[src/common/dbus_pkg.sv]
//////////////////////////////
// widths, region codes and address views shared by
// the two-port data bus and its targets
//////////////////////////////

package dbus_pkg;

    // requester side
    localparam int n_ports = 2;
    typedef logic [$clog2(n_ports)-1:0] port_idx_t;

    // bus word
    localparam int addr_w = 32;
    localparam int data_w = 32;
    localparam int strb_w = 4;  // one strobe per byte

    // data memory geometry
    localparam int dmem_entries = 1024;
    localparam int dmem_addr_w  = 10;

    // decoded target of a request
    // bit 28 picks the data memory
    // bit 30 with bit 12 clear picks the counter
    typedef enum logic [1:0] {
        region_dmem,
        region_perf,
        region_none
    } region_t;

    // one bus address seen two ways
    typedef union packed {
        struct packed {
            logic [19:0]            hi;
            logic [dmem_addr_w-1:0] idx;  // word index
            logic [1:0]             ofs;  // byte in word
        } dmem;
        struct packed {
            logic [27:0] hi;
            logic [3:0]  off;  // counter register
        } perf;
    } bus_addr_u;

    // counter register offsets
    localparam logic [3:0] perf_ctrl_off = 4'h0;  // write ctrl, read high half
    localparam logic [3:0] perf_low_off  = 4'h4;  // read low half

    // counter control codes
    localparam logic [1:0] perf_ctrl_clear = 2'd0;  // count held at zero
    localparam logic [1:0] perf_ctrl_run   = 2'd1;  // +1 every cycle
    localparam logic [1:0] perf_ctrl_hold  = 2'd2;  // 2 and 3 both freeze

endpackage
[src/logic/perf_counter.sv]
//////////////////////////////
// 64-bit cycle counter, control at offset 0,
// either half read back one cycle after enable
//////////////////////////////

`timescale 1ns/100ps

module perf_counter (
    input  logic                        clk_i,
    input  logic                        rst_n_i,
    input  logic                        en_i,
    input  logic                        we_i,
    input  logic [3:0]                  off_i,
    input  logic [1:0]                  ctrl_i,
    output logic [dbus_pkg::data_w-1:0] rdata_o
);

    logic [1:0]                  ctrl_q;
    logic [63:0]                 count_q;
    logic [dbus_pkg::data_w-1:0] rdata_q;

    always_ff @(posedge clk_i) begin
        if (!rst_n_i) begin
            ctrl_q  <= dbus_pkg::perf_ctrl_clear;
            count_q <= '0;
        end else begin
            if (en_i && we_i && (off_i == dbus_pkg::perf_ctrl_off)) begin
                ctrl_q <= ctrl_i;
            end
            case (ctrl_q)
                dbus_pkg::perf_ctrl_clear: count_q <= '0;
                dbus_pkg::perf_ctrl_run:   count_q <= count_q + 64'd1;
                default:                   count_q <= count_q;  // hold codes
            endcase
        end
    end

    // low half only at its own offset, high half otherwise
    always_ff @(posedge clk_i) begin
        if (en_i && !we_i) begin
            if (off_i == dbus_pkg::perf_low_off) begin
                rdata_q <= count_q[31:0];
            end else begin
                rdata_q <= count_q[63:32];
            end
        end
    end

    assign rdata_o = rdata_q;

endmodule

[config.mk]
export PLATFORM = sky130hd
export DESIGN_NAME = perf_counter
export DESIGN_NICKNAME = d
export VERILOG_FILES = /design/src/common/dbus_pkg.sv /design/src/logic/perf_counter.sv
export SDC_FILE = /design/constraint.sdc
export NUM_CORES = 1
export LEC_CHECK = 0
export ABC_AREA = 1
export CAP_MARGIN = 40
export CORE_MARGIN = 2
export CORE_UTILIZATION = 55
export DETAILED_ROUTE_END_ITERATION = 7
export DONT_BUFFER_PORTS = 1
export PLACE_DENSITY = 0.68
export SYNTH_ARGS = -nofsm -noshare
export SYNTH_HDL_FRONTEND = slang
export SYNTH_SLANG_ARGS = --single-unit
[constraint.sdc]
create_clock -name clk_i -period 3.1 [get_ports clk_i]
set_clock_uncertainty 0.1 [all_clocks]
set_input_delay 0.62 -clock clk_i [delete_from_list [all_inputs] [get_ports clk_i]]
set_output_delay 0.62 -clock clk_i [all_outputs]
set_load 0.01 [all_outputs]
# --- Yosys cells after proc, flatten, opt, wreduce, memory -nomap -nowiden ---
# Cells that the tools add are included.
word_totals:
  register_bits: 98
  wordCells: 15
  input_bits: 10
op_classes:
  muxes: 2
  n_eq_ne: 2
  n_reduce_logical: 7
  add_sub_neg: 1
op_table:
  columns: ["op", "count"]
  rows:
  - ["64-bit one-hot mux with 2 select lines", 1]
  - ["64-bit by 1-bit adder with 64-bit output, second input constant", 1]
  - ["32-bit two-way mux", 1]
  - ["4-bit by 3-bit == test with 1-bit output, second input constant", 1]
  - ["4-bit logical NOT", 1]
  - ["1-bit logical AND", 3]
  - ["2-bit by 1-bit == test with 1-bit output, second input constant", 1]
  - ["2-bit logical NOT", 1]
  - ["2-bit nonzero test", 1]
  - ["1-bit logical NOT", 1]

# --- Logic depth before layout (Yosys ltp) ---
depth:
  ltp_word: 2
  depth_mapped: 11
  ltp_nobuf: 11

# --- Least setup slack after synthesis ---
# OpenSTA, ideal clock, no wires.
synth_path:
  kind: "input -> register"
  startpoint: "in en_i"
  endpoint: "reg rdata_q, in the netlist rdata_o[0] (enable)"
  required_time_ns: 2.578
  setup_slack_ns: 0.556
  arrival_ns: 2.023
  stages: 2
  path_cell_list: "inv_1 -> nor2_1"
synth_between:
  elab_chain_len: 1
synth_rtl:
  columns: ["item", "line_no", "rtl"]
  rows:
  - ["start, declared", "perf_counter.sv:11", "input logic en_i,"]
  - ["1-bit logical AND", "perf_counter.sv:40", "if (en_i && !we_i) begin"]
  - ["end signal, assigned", "perf_counter.sv:42", "rdata_q <= count_q[31:0];"]
  - ["end signal, assigned", "perf_counter.sv:44", "rdata_q <= count_q[63:32];"]
  - ["end, declared", "perf_counter.sv:20", "logic [dbus_pkg::data_w-1:0] rdata_q;"]
# Every way passes these cells.
# A chain may end at the register's enable or synchronous reset.

# --- Worst setup path in the final report ---
layout_path:
  startpoint: "reg count_q[1]"
  endpoint: "reg count_q[56]"
layout_between:
  elab_chain_len: 2
layout_rtl:
  columns: ["item", "line_no", "rtl"]
  rows:
  - ["start, declared", "perf_counter.sv:19", "logic [63:0] count_q;"]
  - ["start signal, assigned", "perf_counter.sv:32", "dbus_pkg::perf_ctrl_run: count_q <= count_q + 64'd1;"]
  - ["start signal, assigned", "perf_counter.sv:33", "default: count_q <= count_q;"]
  - ["64-bit by 1-bit adder with 64-bit output", "perf_counter.sv:32", null]
  - ["64-bit one-hot mux with 2 select lines", "perf_counter.sv:30", "case (ctrl_q)"]
# Every way passes these cells.

==> impl_metrics.tcl <==
set metrics [dict create \
    die_h_um 101.2 \
    syn2layout_area_growth_pct 6.570 \
    first_global_vias 4372 \
    gp_congestion 1.026 \
    cap_violations 0 \
    finalCriticalPeriod_ps 2028 \
    min_path_cells 2 \
    synth_top_cell_by_area "dfxtp_1" \
    power_density_nw_per_um2 417.6 \
    diodes 0 \
    fin_setup_tns_ps 0 \
    rr_worst_depth 10 \
    seq_area_frac_synth_pct 43.90 \
    max_freq_ghz 0.4932 \
    crit_start "count_q[1]" \
    dieArea_um2 10250 \
    drc 0 \
    worstPathRequired_ps 3280 \
    std_cell_rows 35 \
    placed_area_um2 5319 \
    clock-sinks 98 \
    reg2reg_to "count_q[56]" \
    final_area_um2 5540 \
    ys.flop_type "dfxtp_1" \
    place_ws_ps 1103 \
    ys_ff_latch 98 \
    postSynthCellCount 734 \
    power.leakage_nw 1.653 \
    final-hold-violation-count 0 \
    drive_gt1_share_pct 9.878 \
    cts.path.max_buffers 2 \
    synth.most_common_cell "nand2_1" \
    via_per_inst 5.619 \
    syn_area_per_cell_um2 7.083 \
    synth_edf_count 32 \
    antenna_found_initial 0 \
    status "finished, final reports clean" \
    boundaryPins 42 \
    ir_worst_vdd_mv 0.2403 \
    fp.dieW_um 101.2 \
    postCtsSetupRepairBufs 0 \
    hold_class "in2reg" \
    rsz0062_at_grt "false" \
    crit_fanout 4 \
    drt_first_pass_iters 5 \
    worstMarginPinSlew_ps 609.3 \
    timing.hold.worst.start "rst_n_i" \
    wl_per_cell_um 17.21 \
    grtUsageTotal_pct 30.29 \
    worstReg2RegStart "count_q[1]" \
    start_kind "flip-flop" \
    relSlewSlack_pct 59.34 \
    initial_core_util_pct 56.53 \
    cts_resized 0 \
    synth_top_area_share_pct 25.42 \
    min_to "count_q[0]" \
    wirelength_mm 14.63 \
    synth.area.top_cells "dfxtp_1 (25%), edfxtp_1 (18%), nand2_1 (12%)" \
    setup_ws_ps 1072 \
    end_kind "flip-flop" \
    drt_iter0_markers 331 \
    overflow 0 \
    grt_max_degree 61 \
    coreArea_um2 9196 \
    hold_buffers 0 \
    yosys_warnings 0 \
    cts_buffers 9 \
    clock-root-buffer "clkbuf_8" \
    syn_nets 745 \
    insertion_delay_ps 370 \
    io_buffer_count 0 \
    synth_area_um2 5199 \
    crit_type "reg2reg" \
    fin_nets 745 \
    cts_max_level 3 \
    synth_commonest_cells "nand2_1 (171), nor2_1 (126), inv_1 (84)" \
    vias 4776 \
    tritoncts "built" \
    hpwl_mm 11.22 \
    regToRegSetupSlack_ps 1070 \
    finalSetupViolCount 0 \
    crit_arrival_ps 2210 \
    async_reset_ff_share_pct 0 \
    grt_pass1_wl_mm 23.34 \
    post-route-period-util_pct 65.41 \
    path_clk_slew_ps 100 \
    antenna_left 0 \
    maxSlewViolCount 0 \
    synth.distinct_cells 36 \
]
## final cells by class
class	count	area, µm²
Clock buffer	12	145.1
Sequential cell	98	2282
Inverter	89	334.1
Multi-Input combinational cell	532	2534
Clock inverter	4	76.32
Timing Repair Buffer	4	30.03
Fill cell	869	3656
Tap cell	111	138.9
## flip-flops by register name (all words and copies together) (netlist names)
name / cells
count_q: 64
rdata_o: 32
ctrl_q: 2
## layer usage
metal / up-vias / global-route usage (%) / share of wire [%]
li1: 2386 / - / -
met1: 2200 / 43.56 / 47
met2: 162 / 46.92 / 45
met3: 28 / 3.934 / 5.0
met4: 0 / 11.02 / 2.5
met5: - / 0 / 0
## worst max-delay path by stage
stage	cells after the start	slack (ps)	to
floorplan	2	560	rdata_o[0]
global placement	5	1120	count_q[39]
detailed placement	5	1100	count_q[36]
CTS	5	1130	count_q[39]
global route	10	890	count_q[56]
finish	10	1070	count_q[56]
## kinds of logic (layout without fill, tap and decap cells)
kind of cell,after synthesis,after routing,synth area share (%)
AO/OA/AOI/OAI,115,115,11.53
multiplexers,4,4,0.8664
adder cells (fa/ha/maj),1,1,0.2406
AND/OR/NAND/NOR,412,412,35.81
flip-flops,98,98,43.90
buffers and inverters,104,109,7.653
## critical path, cell delays in order, from the launching register on
cell and delay (ps):
dfxtp_1 410, ha_1 240, nand2_2 100, nor2_4 160
nand3_2 150, nor2_2 270, nand3_2 180, nor2_2 160
nand2_1 60, nand2_1 60, nor2_1 40
## cell usage in the layout, fill, tap and decap left out, drive strengths merged
| cell type | n |
|---|---|
| inv | 89 |
| mux2 | 4 |
| nand2 | 179 |
| and3 | 2 |
| o21ai | 60 |
| o21bai | 1 |
| clkinvlp | 1 |
| dfxtp | 66 |
| bufinv | 2 |
| nor2 | 152 |
| clkbuf | 12 |
| clkinv | 1 |
| a221oi | 1 |
| nand4 | 20 |
| a21oi | 47 |
| nor4 | 1 |
| nor3b | 5 |
| nand3 | 40 |
| o21a | 4 |
| a31oi | 1 |
| and2 | 1 |
| edfxtp | 32 |
| nor3 | 12 |
| buf | 4 |
| a211oi | 1 |
| ha | 1 |
## where the power goes
part	leakage [nW]	internal, mW	switching [mW]
clock	0.107	0.480	0.457
sequential	0.857	1.33	0.00865
combinational	0.689	0.00762	0.0287
## per-stage QoR
step | hold slack, ps | utilization, % | cells | total power [mW]
floorplan | 365.1 | - | 734 | 1.396
global placement | 388.0 | 57.84 | 834 | 1.406
detailed placement | 396.3 | 57.84 | 834 | 1.407
CTS | 273.2 | 60.24 | 850 | 2.322
global route | 277.5 | 60.24 | 850 | 2.372
finish | 276.8 | 60.24 | 850 | 2.314
No activity file was read; power rests on OpenSTA's default activity.
