`src/common/dbus_pkg.sv`:
```
//////////////////////////////
// widths, region codes and address views shared by
// the two-port data bus and its targets
//////////////////////////////

package dbus_pkg;

    // requester side
    localparam int n_ports = 2;
    typedef logic [$clog2(n_ports)-1:0] port_idx_t;

    // bus word
    localparam int addr_w = 32;
    localparam int data_w = 32;
    localparam int strb_w = 4;  // one strobe per byte

    // data memory geometry
    localparam int dmem_entries = 1024;
    localparam int dmem_addr_w  = 10;

    // decoded target of a request
    // bit 28 picks the data memory
    // bit 30 with bit 12 clear picks the counter
    typedef enum logic [1:0] {
        region_dmem,
        region_perf,
        region_none
    } region_t;

    // one bus address seen two ways
    typedef union packed {
        struct packed {
            logic [19:0]            hi;
            logic [dmem_addr_w-1:0] idx;  // word index
            logic [1:0]             ofs;  // byte in word
        } dmem;
        struct packed {
            logic [27:0] hi;
            logic [3:0]  off;  // counter register
        } perf;
    } bus_addr_u;

    // counter register offsets
    localparam logic [3:0] perf_ctrl_off = 4'h0;  // write ctrl, read high half
    localparam logic [3:0] perf_low_off  = 4'h4;  // read low half

    // counter control codes
    localparam logic [1:0] perf_ctrl_clear = 2'd0;  // count held at zero
    localparam logic [1:0] perf_ctrl_run   = 2'd1;  // +1 every cycle
    localparam logic [1:0] perf_ctrl_hold  = 2'd2;  // 2 and 3 both freeze

endpackage
```
`src/dbus/dbus_port.sv`:
```
//////////////////////////////
// one requester port: takes a four-phase request,
// queues it for the arbiter and acks the result
//////////////////////////////

`timescale 1ns/100ps

module dbus_port (
    input  logic                          clk_i,
    input  logic                          rst_n_i,
    // requester side
    input  logic                          req_i,
    input  logic                          we_i,
    input  logic [dbus_pkg::addr_w-1:0]   addr_i,
    input  logic [dbus_pkg::data_w-1:0]   wdata_i,
    input  logic [dbus_pkg::strb_w-1:0]   wstrb_i,
    output logic                          ack_o,
    output logic [dbus_pkg::data_w-1:0]   rdata_o,
    // arbiter side
    output logic                          pend_o,
    output dbus_pkg::region_t             region_o,
    output dbus_pkg::bus_addr_u           addr_o,
    output logic                          we_o,
    output logic [dbus_pkg::data_w-1:0]   wdata_o,
    output logic [dbus_pkg::strb_w-1:0]   wstrb_o,
    input  logic                          grant_i,
    input  logic                          resp_valid_i,
    input  logic [dbus_pkg::data_w-1:0]   resp_data_i
);

    logic                        capt_q;  // fields latched, pend next
    logic                        pend_q;
    logic                        wait_q;  // granted, waiting on response
    logic                        ack_q;
    logic                        idle;
    logic                        resp_take;
    dbus_pkg::region_t           region_d;
    dbus_pkg::region_t           region_q;
    dbus_pkg::bus_addr_u         addr_q;
    logic                        we_q;
    logic [dbus_pkg::data_w-1:0] wdata_q;
    logic [dbus_pkg::strb_w-1:0] wstrb_q;
    logic [dbus_pkg::data_w-1:0] rdata_q;

    assign idle      = !(capt_q || pend_q || wait_q || ack_q);
    assign resp_take = wait_q && grant_i && resp_valid_i;  // our grant is still recorded

    // dmem wins when bit 28 and bit 30 are both set
    always_comb begin
        if (addr_i[28]) begin
            region_d = dbus_pkg::region_dmem;
        end else if (addr_i[30] && !addr_i[12]) begin
            region_d = dbus_pkg::region_perf;
        end else begin
            region_d = dbus_pkg::region_none;
        end
    end

    always_ff @(posedge clk_i) begin
        if (!rst_n_i) begin
            capt_q <= 1'b0;
            pend_q <= 1'b0;
            wait_q <= 1'b0;
            ack_q  <= 1'b0;
        end else begin
            capt_q <= idle && req_i;
            if (capt_q) begin
                pend_q <= 1'b1;
            end else if (pend_q && grant_i) begin
                pend_q <= 1'b0;
            end
            if (pend_q && grant_i) begin
                wait_q <= 1'b1;
            end else if (resp_take) begin
                wait_q <= 1'b0;
            end
            if (resp_take) begin
                ack_q <= 1'b1;
            end else if (ack_q && !req_i) begin
                ack_q <= 1'b0;  // fourth phase
            end
        end
    end

    always_ff @(posedge clk_i) begin
        if (idle && req_i) begin
            region_q <= region_d;
            addr_q   <= addr_i;
            we_q     <= we_i;
            wdata_q  <= wdata_i;
            wstrb_q  <= wstrb_i;
        end
        if (resp_take) begin
            rdata_q <= resp_data_i;
        end
    end

    assign ack_o    = ack_q;
    assign rdata_o  = rdata_q;
    assign pend_o   = pend_q;
    assign region_o = region_q;
    assign addr_o   = addr_q;
    assign we_o     = we_q;
    assign wdata_o  = wdata_q;
    assign wstrb_o  = wstrb_q;

    // ack is set at the edge where req was still up
    a_ack_in_req: assert property (@(posedge clk_i) disable iff (!rst_n_i)
        $rose(ack_o) |-> $past(req_i));

    // requester holds its fields until ack, so the copy must match them
    a_fields_held: assert property (@(posedge clk_i) disable iff (!rst_n_i)
        pend_o |-> (addr_o == addr_i) && (we_o == we_i) && (region_o == region_d)
                   && (wdata_o == wdata_i) && (wstrb_o == wstrb_i));

endmodule

```
`config.mk`:
```
export PLATFORM = sky130hd
export DESIGN_NAME = dbus_port
export DESIGN_NICKNAME = d
export VERILOG_FILES = /design/src/common/dbus_pkg.sv /design/src/dbus/dbus_port.sv
export SDC_FILE = /design/constraint.sdc
export NUM_CORES = 1
export LEC_CHECK = 0
export ABC_CLOCK_PERIOD_IN_PS = 3650
export BUFFER_PORTS_ARGS = -buffer_cell sky130_fd_sc_hd__buf_2
export CELL_PAD_IN_SITES_DETAIL_PLACEMENT = 1
export CELL_PAD_IN_SITES_GLOBAL_PLACEMENT = 1
export CORE_ASPECT_RATIO = 1.25
export CORE_MARGIN = 2
export CORE_UTILIZATION = 37
export CTS_BUF_LIST = sky130_fd_sc_hd__clkbuf_2 sky130_fd_sc_hd__clkbuf_4 sky130_fd_sc_hd__clkbuf_8
export DETAILED_ROUTE_END_ITERATION = 8
export PLACE_DENSITY_LB_ADDON = 0.1
export SYNTH_ARGS = -nofsm -noshare
export SYNTH_HDL_FRONTEND = slang
export SYNTH_SLANG_ARGS = --single-unit
```
`constraint.sdc`:
```
create_clock -name clk_i -period 3.65 [get_ports clk_i]
set_input_delay 0.73 -clock clk_i [delete_from_list [all_inputs] [get_ports clk_i]]
set_output_delay 0.73 -clock clk_i [all_outputs]
set_load 0.05 [all_outputs]
```
== Yosys cells after proc, flatten, opt, wreduce, memory -nomap -nowiden ==
Cells that the tools add are included.

* Muxes and demuxes: 7
* Reduce and logical (&&, ||, !) cells: 15

{| class="wikitable"
|+ Operators by type and width
! kind !! count
|-
| logical AND 1 bit || 6
|-
| two-way mux 1 bit || 6
|-
| nonzero test 2 bit || 3
|-
| zero test 1 bit || 3
|-
| logical OR 1 bit || 3
|-
| two-way mux 2 bit || 1
|}

* Register bits: 107
* Input bits: 106

== Logic depth before layout (Yosys ltp) ==
* Depth in word-level cells: 5
* Depth in mapped cells: 2
* Mapped depth without buffers: 2

== Worst setup path before layout ==
Ideal clock, no wire load.

* Path kind: reg2reg
* Start: register ack_q, in the netlist ack_o
* End: register addr_q, in the netlist addr_o[0] (enable)
* Setup time: 0.398 ns
* Arrival time: 1.788 ns
* Required time: 3.252 ns
* Path slack: 1.464 ns
* Cell stages (with the launch flop): 3
* Path buffers: 0
* Path through: dfxtp_1 -> nor4_2 -> and2_2

* Cells in the longest elaborated chain, start to end: 3

{| class="wikitable"
|+ Ends and longest elaborated chain
! element !! RTL line !! RTL
|-
| start, declared || dbus_port.sv:34 || <nowiki>logic ack_q;</nowiki>
|-
| start signal, assigned || dbus_port.sv:64 || <nowiki>ack_q <= 1'b0;</nowiki>
|-
| start signal, assigned || dbus_port.sv:78 || <nowiki>ack_q <= 1'b1;</nowiki>
|-
| start signal, assigned || dbus_port.sv:80 || <nowiki>ack_q <= 1'b0;</nowiki>
|-
| logical OR 1 bit || dbus_port.sv:45 || <nowiki>assign idle = !(capt_q || pend_q || wait_q || ack_q);</nowiki>
|-
| zero test 1 bit || dbus_port.sv:45 ||
|-
| logical AND 1 bit || dbus_port.sv:86 || <nowiki>if (idle && req_i) begin</nowiki>
|-
| end signal, assigned || dbus_port.sv:88 || <nowiki>addr_q <= addr_i;</nowiki>
|-
| end, declared || dbus_port.sv:39 || <nowiki>dbus_pkg::bus_addr_u addr_q;</nowiki>
|}

Every way passes these cells.
A chain may end at the register's enable or synchronous reset.

== Worst setup path in the final report ==
* Start: register ack_q, in the netlist ack_o
* End: register addr_q, in the netlist addr_o[16] (enable)

Same word-level chain as after synthesis.

==> flow_summary.ini <==
[sta]
hold_viol = 0
fin_setup_tns_ns = 0
period_needed_ns = 1.87
max_freq_mhz = 534
fin_crit_sh_pct = 51.3
rsz0062_at_grt = no
worstMarginPinSlew_ns = 0.891
finalSetupViolations = 0
relSlewSlack_pct = 40.6
drv_slew = 0
skew_ns = 0.0125

[clock_network]
clkLatencyLatePin_ns = 0.36
cts_hold_buf = 0
cts_buffers = 9
cts-resized-gates = 0
htree_levels = 3
post_cts_buffers = 0
clock_path_buffers = 2
root_buffer = clkbuf_8
path_clk_slew_ns = 0.09
clkSinkCount = 107
cts_tree = yes

[final_layout]
final_util_pct = 53.6
final_nets = 450
regArea_mm2 = 0.00317
diodes = 0
n_fill_cell = 884
area_growth_pct = 41.9
drive_above_1_share_pct = 65.5
multi_input_comb_area_um2 = 92.6

[drt]
wl_um = 7720
firstDrtPassIters = 4
drc = 0
via_per_inst = 4.33
drtAntennaViolNets = 0
vias = 2028
first_iter_violations = 90
wl_per_cell_um = 16.5

[synthesis]
synth.net_count = 228
async_reset_ff_share_pct = 0
ys_seq_elements = 107
synth_top_area_share_pct = 94.6
yosysSeqAreaShare_pct = 97.1
synth.area.top_cells = edfxtp_1 95%, dfxtp_1 2.4%, and3_1 0.38%
yosysWarnings = 0
synthCells = 122
avgSynthCellArea_um2 = 26.8
synth-edff-count = 103
synth_flop_cell = edfxtp_1
ys_types = 15
synth_most_common_cell = edfxtp_1
ys_top_cells_by_count = 103 x edfxtp_1, 4 x dfxtp_1, 2 x and3_1, 2 x nand2_1
syn_area_mm2 = 0.00327
yosys.area.top_type = edfxtp_1

[worst_setup_path]
required_ns = 3.64
worstPathArrival_ns = 1.86
worstSetupStartpointType = register
critical_path.max_fanout = 71
endpoint_kind = register
worstSetupPathType = reg2reg

[floorplan]
floorplan.initialDensity_pct = 37.8
dieWidth_um = 88.1
io_pins = 211
die_h_um = 109
coreArea_mm2 = 0.00865
dieArea_mm2 = 0.00961
rows = 38

[global_routing]
grt_max_degree = 72
grt_remaining_overflow = 0
grt_pass1_vias = 2144
grt_first_pass_wirelength_um = 10600
antenna_found_initial = 0
grt_usage_pct = 15.6

[hold_path]
hp-class = reg2reg

[job]
drv_cap = 0

[power]
vdd.ir_drop.worst_mv = 0.253
leakage_nw = 1.96
p_per_area_mw_per_mm2 = 525

[placement]
hpwl_um = 5960
numPortBuffers = 210
gp_congestion = 0.725

[status]
status = completed
final timing paths:
check | from | endpoint | slack [ns] | cells past startpoint
worst min-delay path | capt_q | pend_o | 0.50 | 1
worst max register to register | ack_o | addr_o[16] | 1.78 | 3
worst min register to register | capt_q | pend_o | 0.50 | 1
worst max-delay path | ack_o | addr_o[16] | 1.78 | 3
kinds of logic after synthesis:
| family | Yosys count | share of synthesized area, % |
|---|---|---|
| buffers and inverters | 1 | 0.115 |
| and+or+nand+nor | 10 | 2.03 |
| AOI/OAI and AO/OA | 4 | 0.804 |
| DFF | 107 | 97.1 |
per-stage QoR:
step | cell area (µm²) | cells | setup slack, ns | power, mW | hold WS [ns]
2_1_floorplan | 3270 | 122 | 1.46 | 1.71 | 0.461
3_3_place_gp | 4480 | 453 | 1.60 | 1.83 | 0.483
3_5_place_dp | 4480 | 453 | 1.59 | 1.84 | 0.493
4_1_cts | 4640 | 468 | 1.77 | 2.47 | 0.504
5_1_grt | 4640 | 468 | 1.65 | 2.53 | 0.504
6_report | 4640 | 468 | 1.78 | 2.44 | 0.501
where the power goes:
part / switching (mW) / internal [mW] / total (mW)
clock network: 0.366 / 0.265 / 0.630
registers: 0.0154 / 1.43 / 1.44
logic: 0.283 / 0.0824 / 0.365
total: 0.664 / 1.77 / 2.44
per-layer routing:
layer	up-vias	track usage [%]	part of all wire, %
met4	0	8.55	2.0
met2	137	26.0	53
met3	14	7.80	13
met5	-	0	0
met1	951	15.8	33
li1	926	-	-
final cells by class:
| type | count | area share (%) |
|---|---|---|
| Inverter | 1 | 0.0809 |
| Sequential cell | 107 | 68.4 |
| Timing Repair Buffer | 211 | 22.8 |
| Tap cell | 120 | 3.24 |
| Clock inverter | 3 | 0.350 |
| Multi-Input combinational cell | 14 | 2.00 |
| Clock buffer | 12 | 3.15 |
critical path, cell delays in order, from the launching register on:
cell	delay, ns
dfxtp_1	0.33
nor4_2	0.28
and2_2	0.18
buf_4	0.68
cell usage in the layout, fill, tap and decap left out, types with 2 or more instances in the layout:
master	synthesis	routed
buf_2	0	210
edfxtp_1	103	103
and3_1	2	2
clkinv_1	0	2
clkbuf_8	0	9
dfxtp_1	4	4
nand2_1	2	2
clkbuf_4	0	3
sequential cells by signal, indices dropped and copies added (netlist names):
signal    cells
addr_o       32
rdata_o      32
wdata_o      32
wstrb_o       4
region_o      2
ack_o         1
capt_q        1
pend_o        1
wait_q        1
we_o          1
Note: power is estimated with default switching activity, not from simulation.
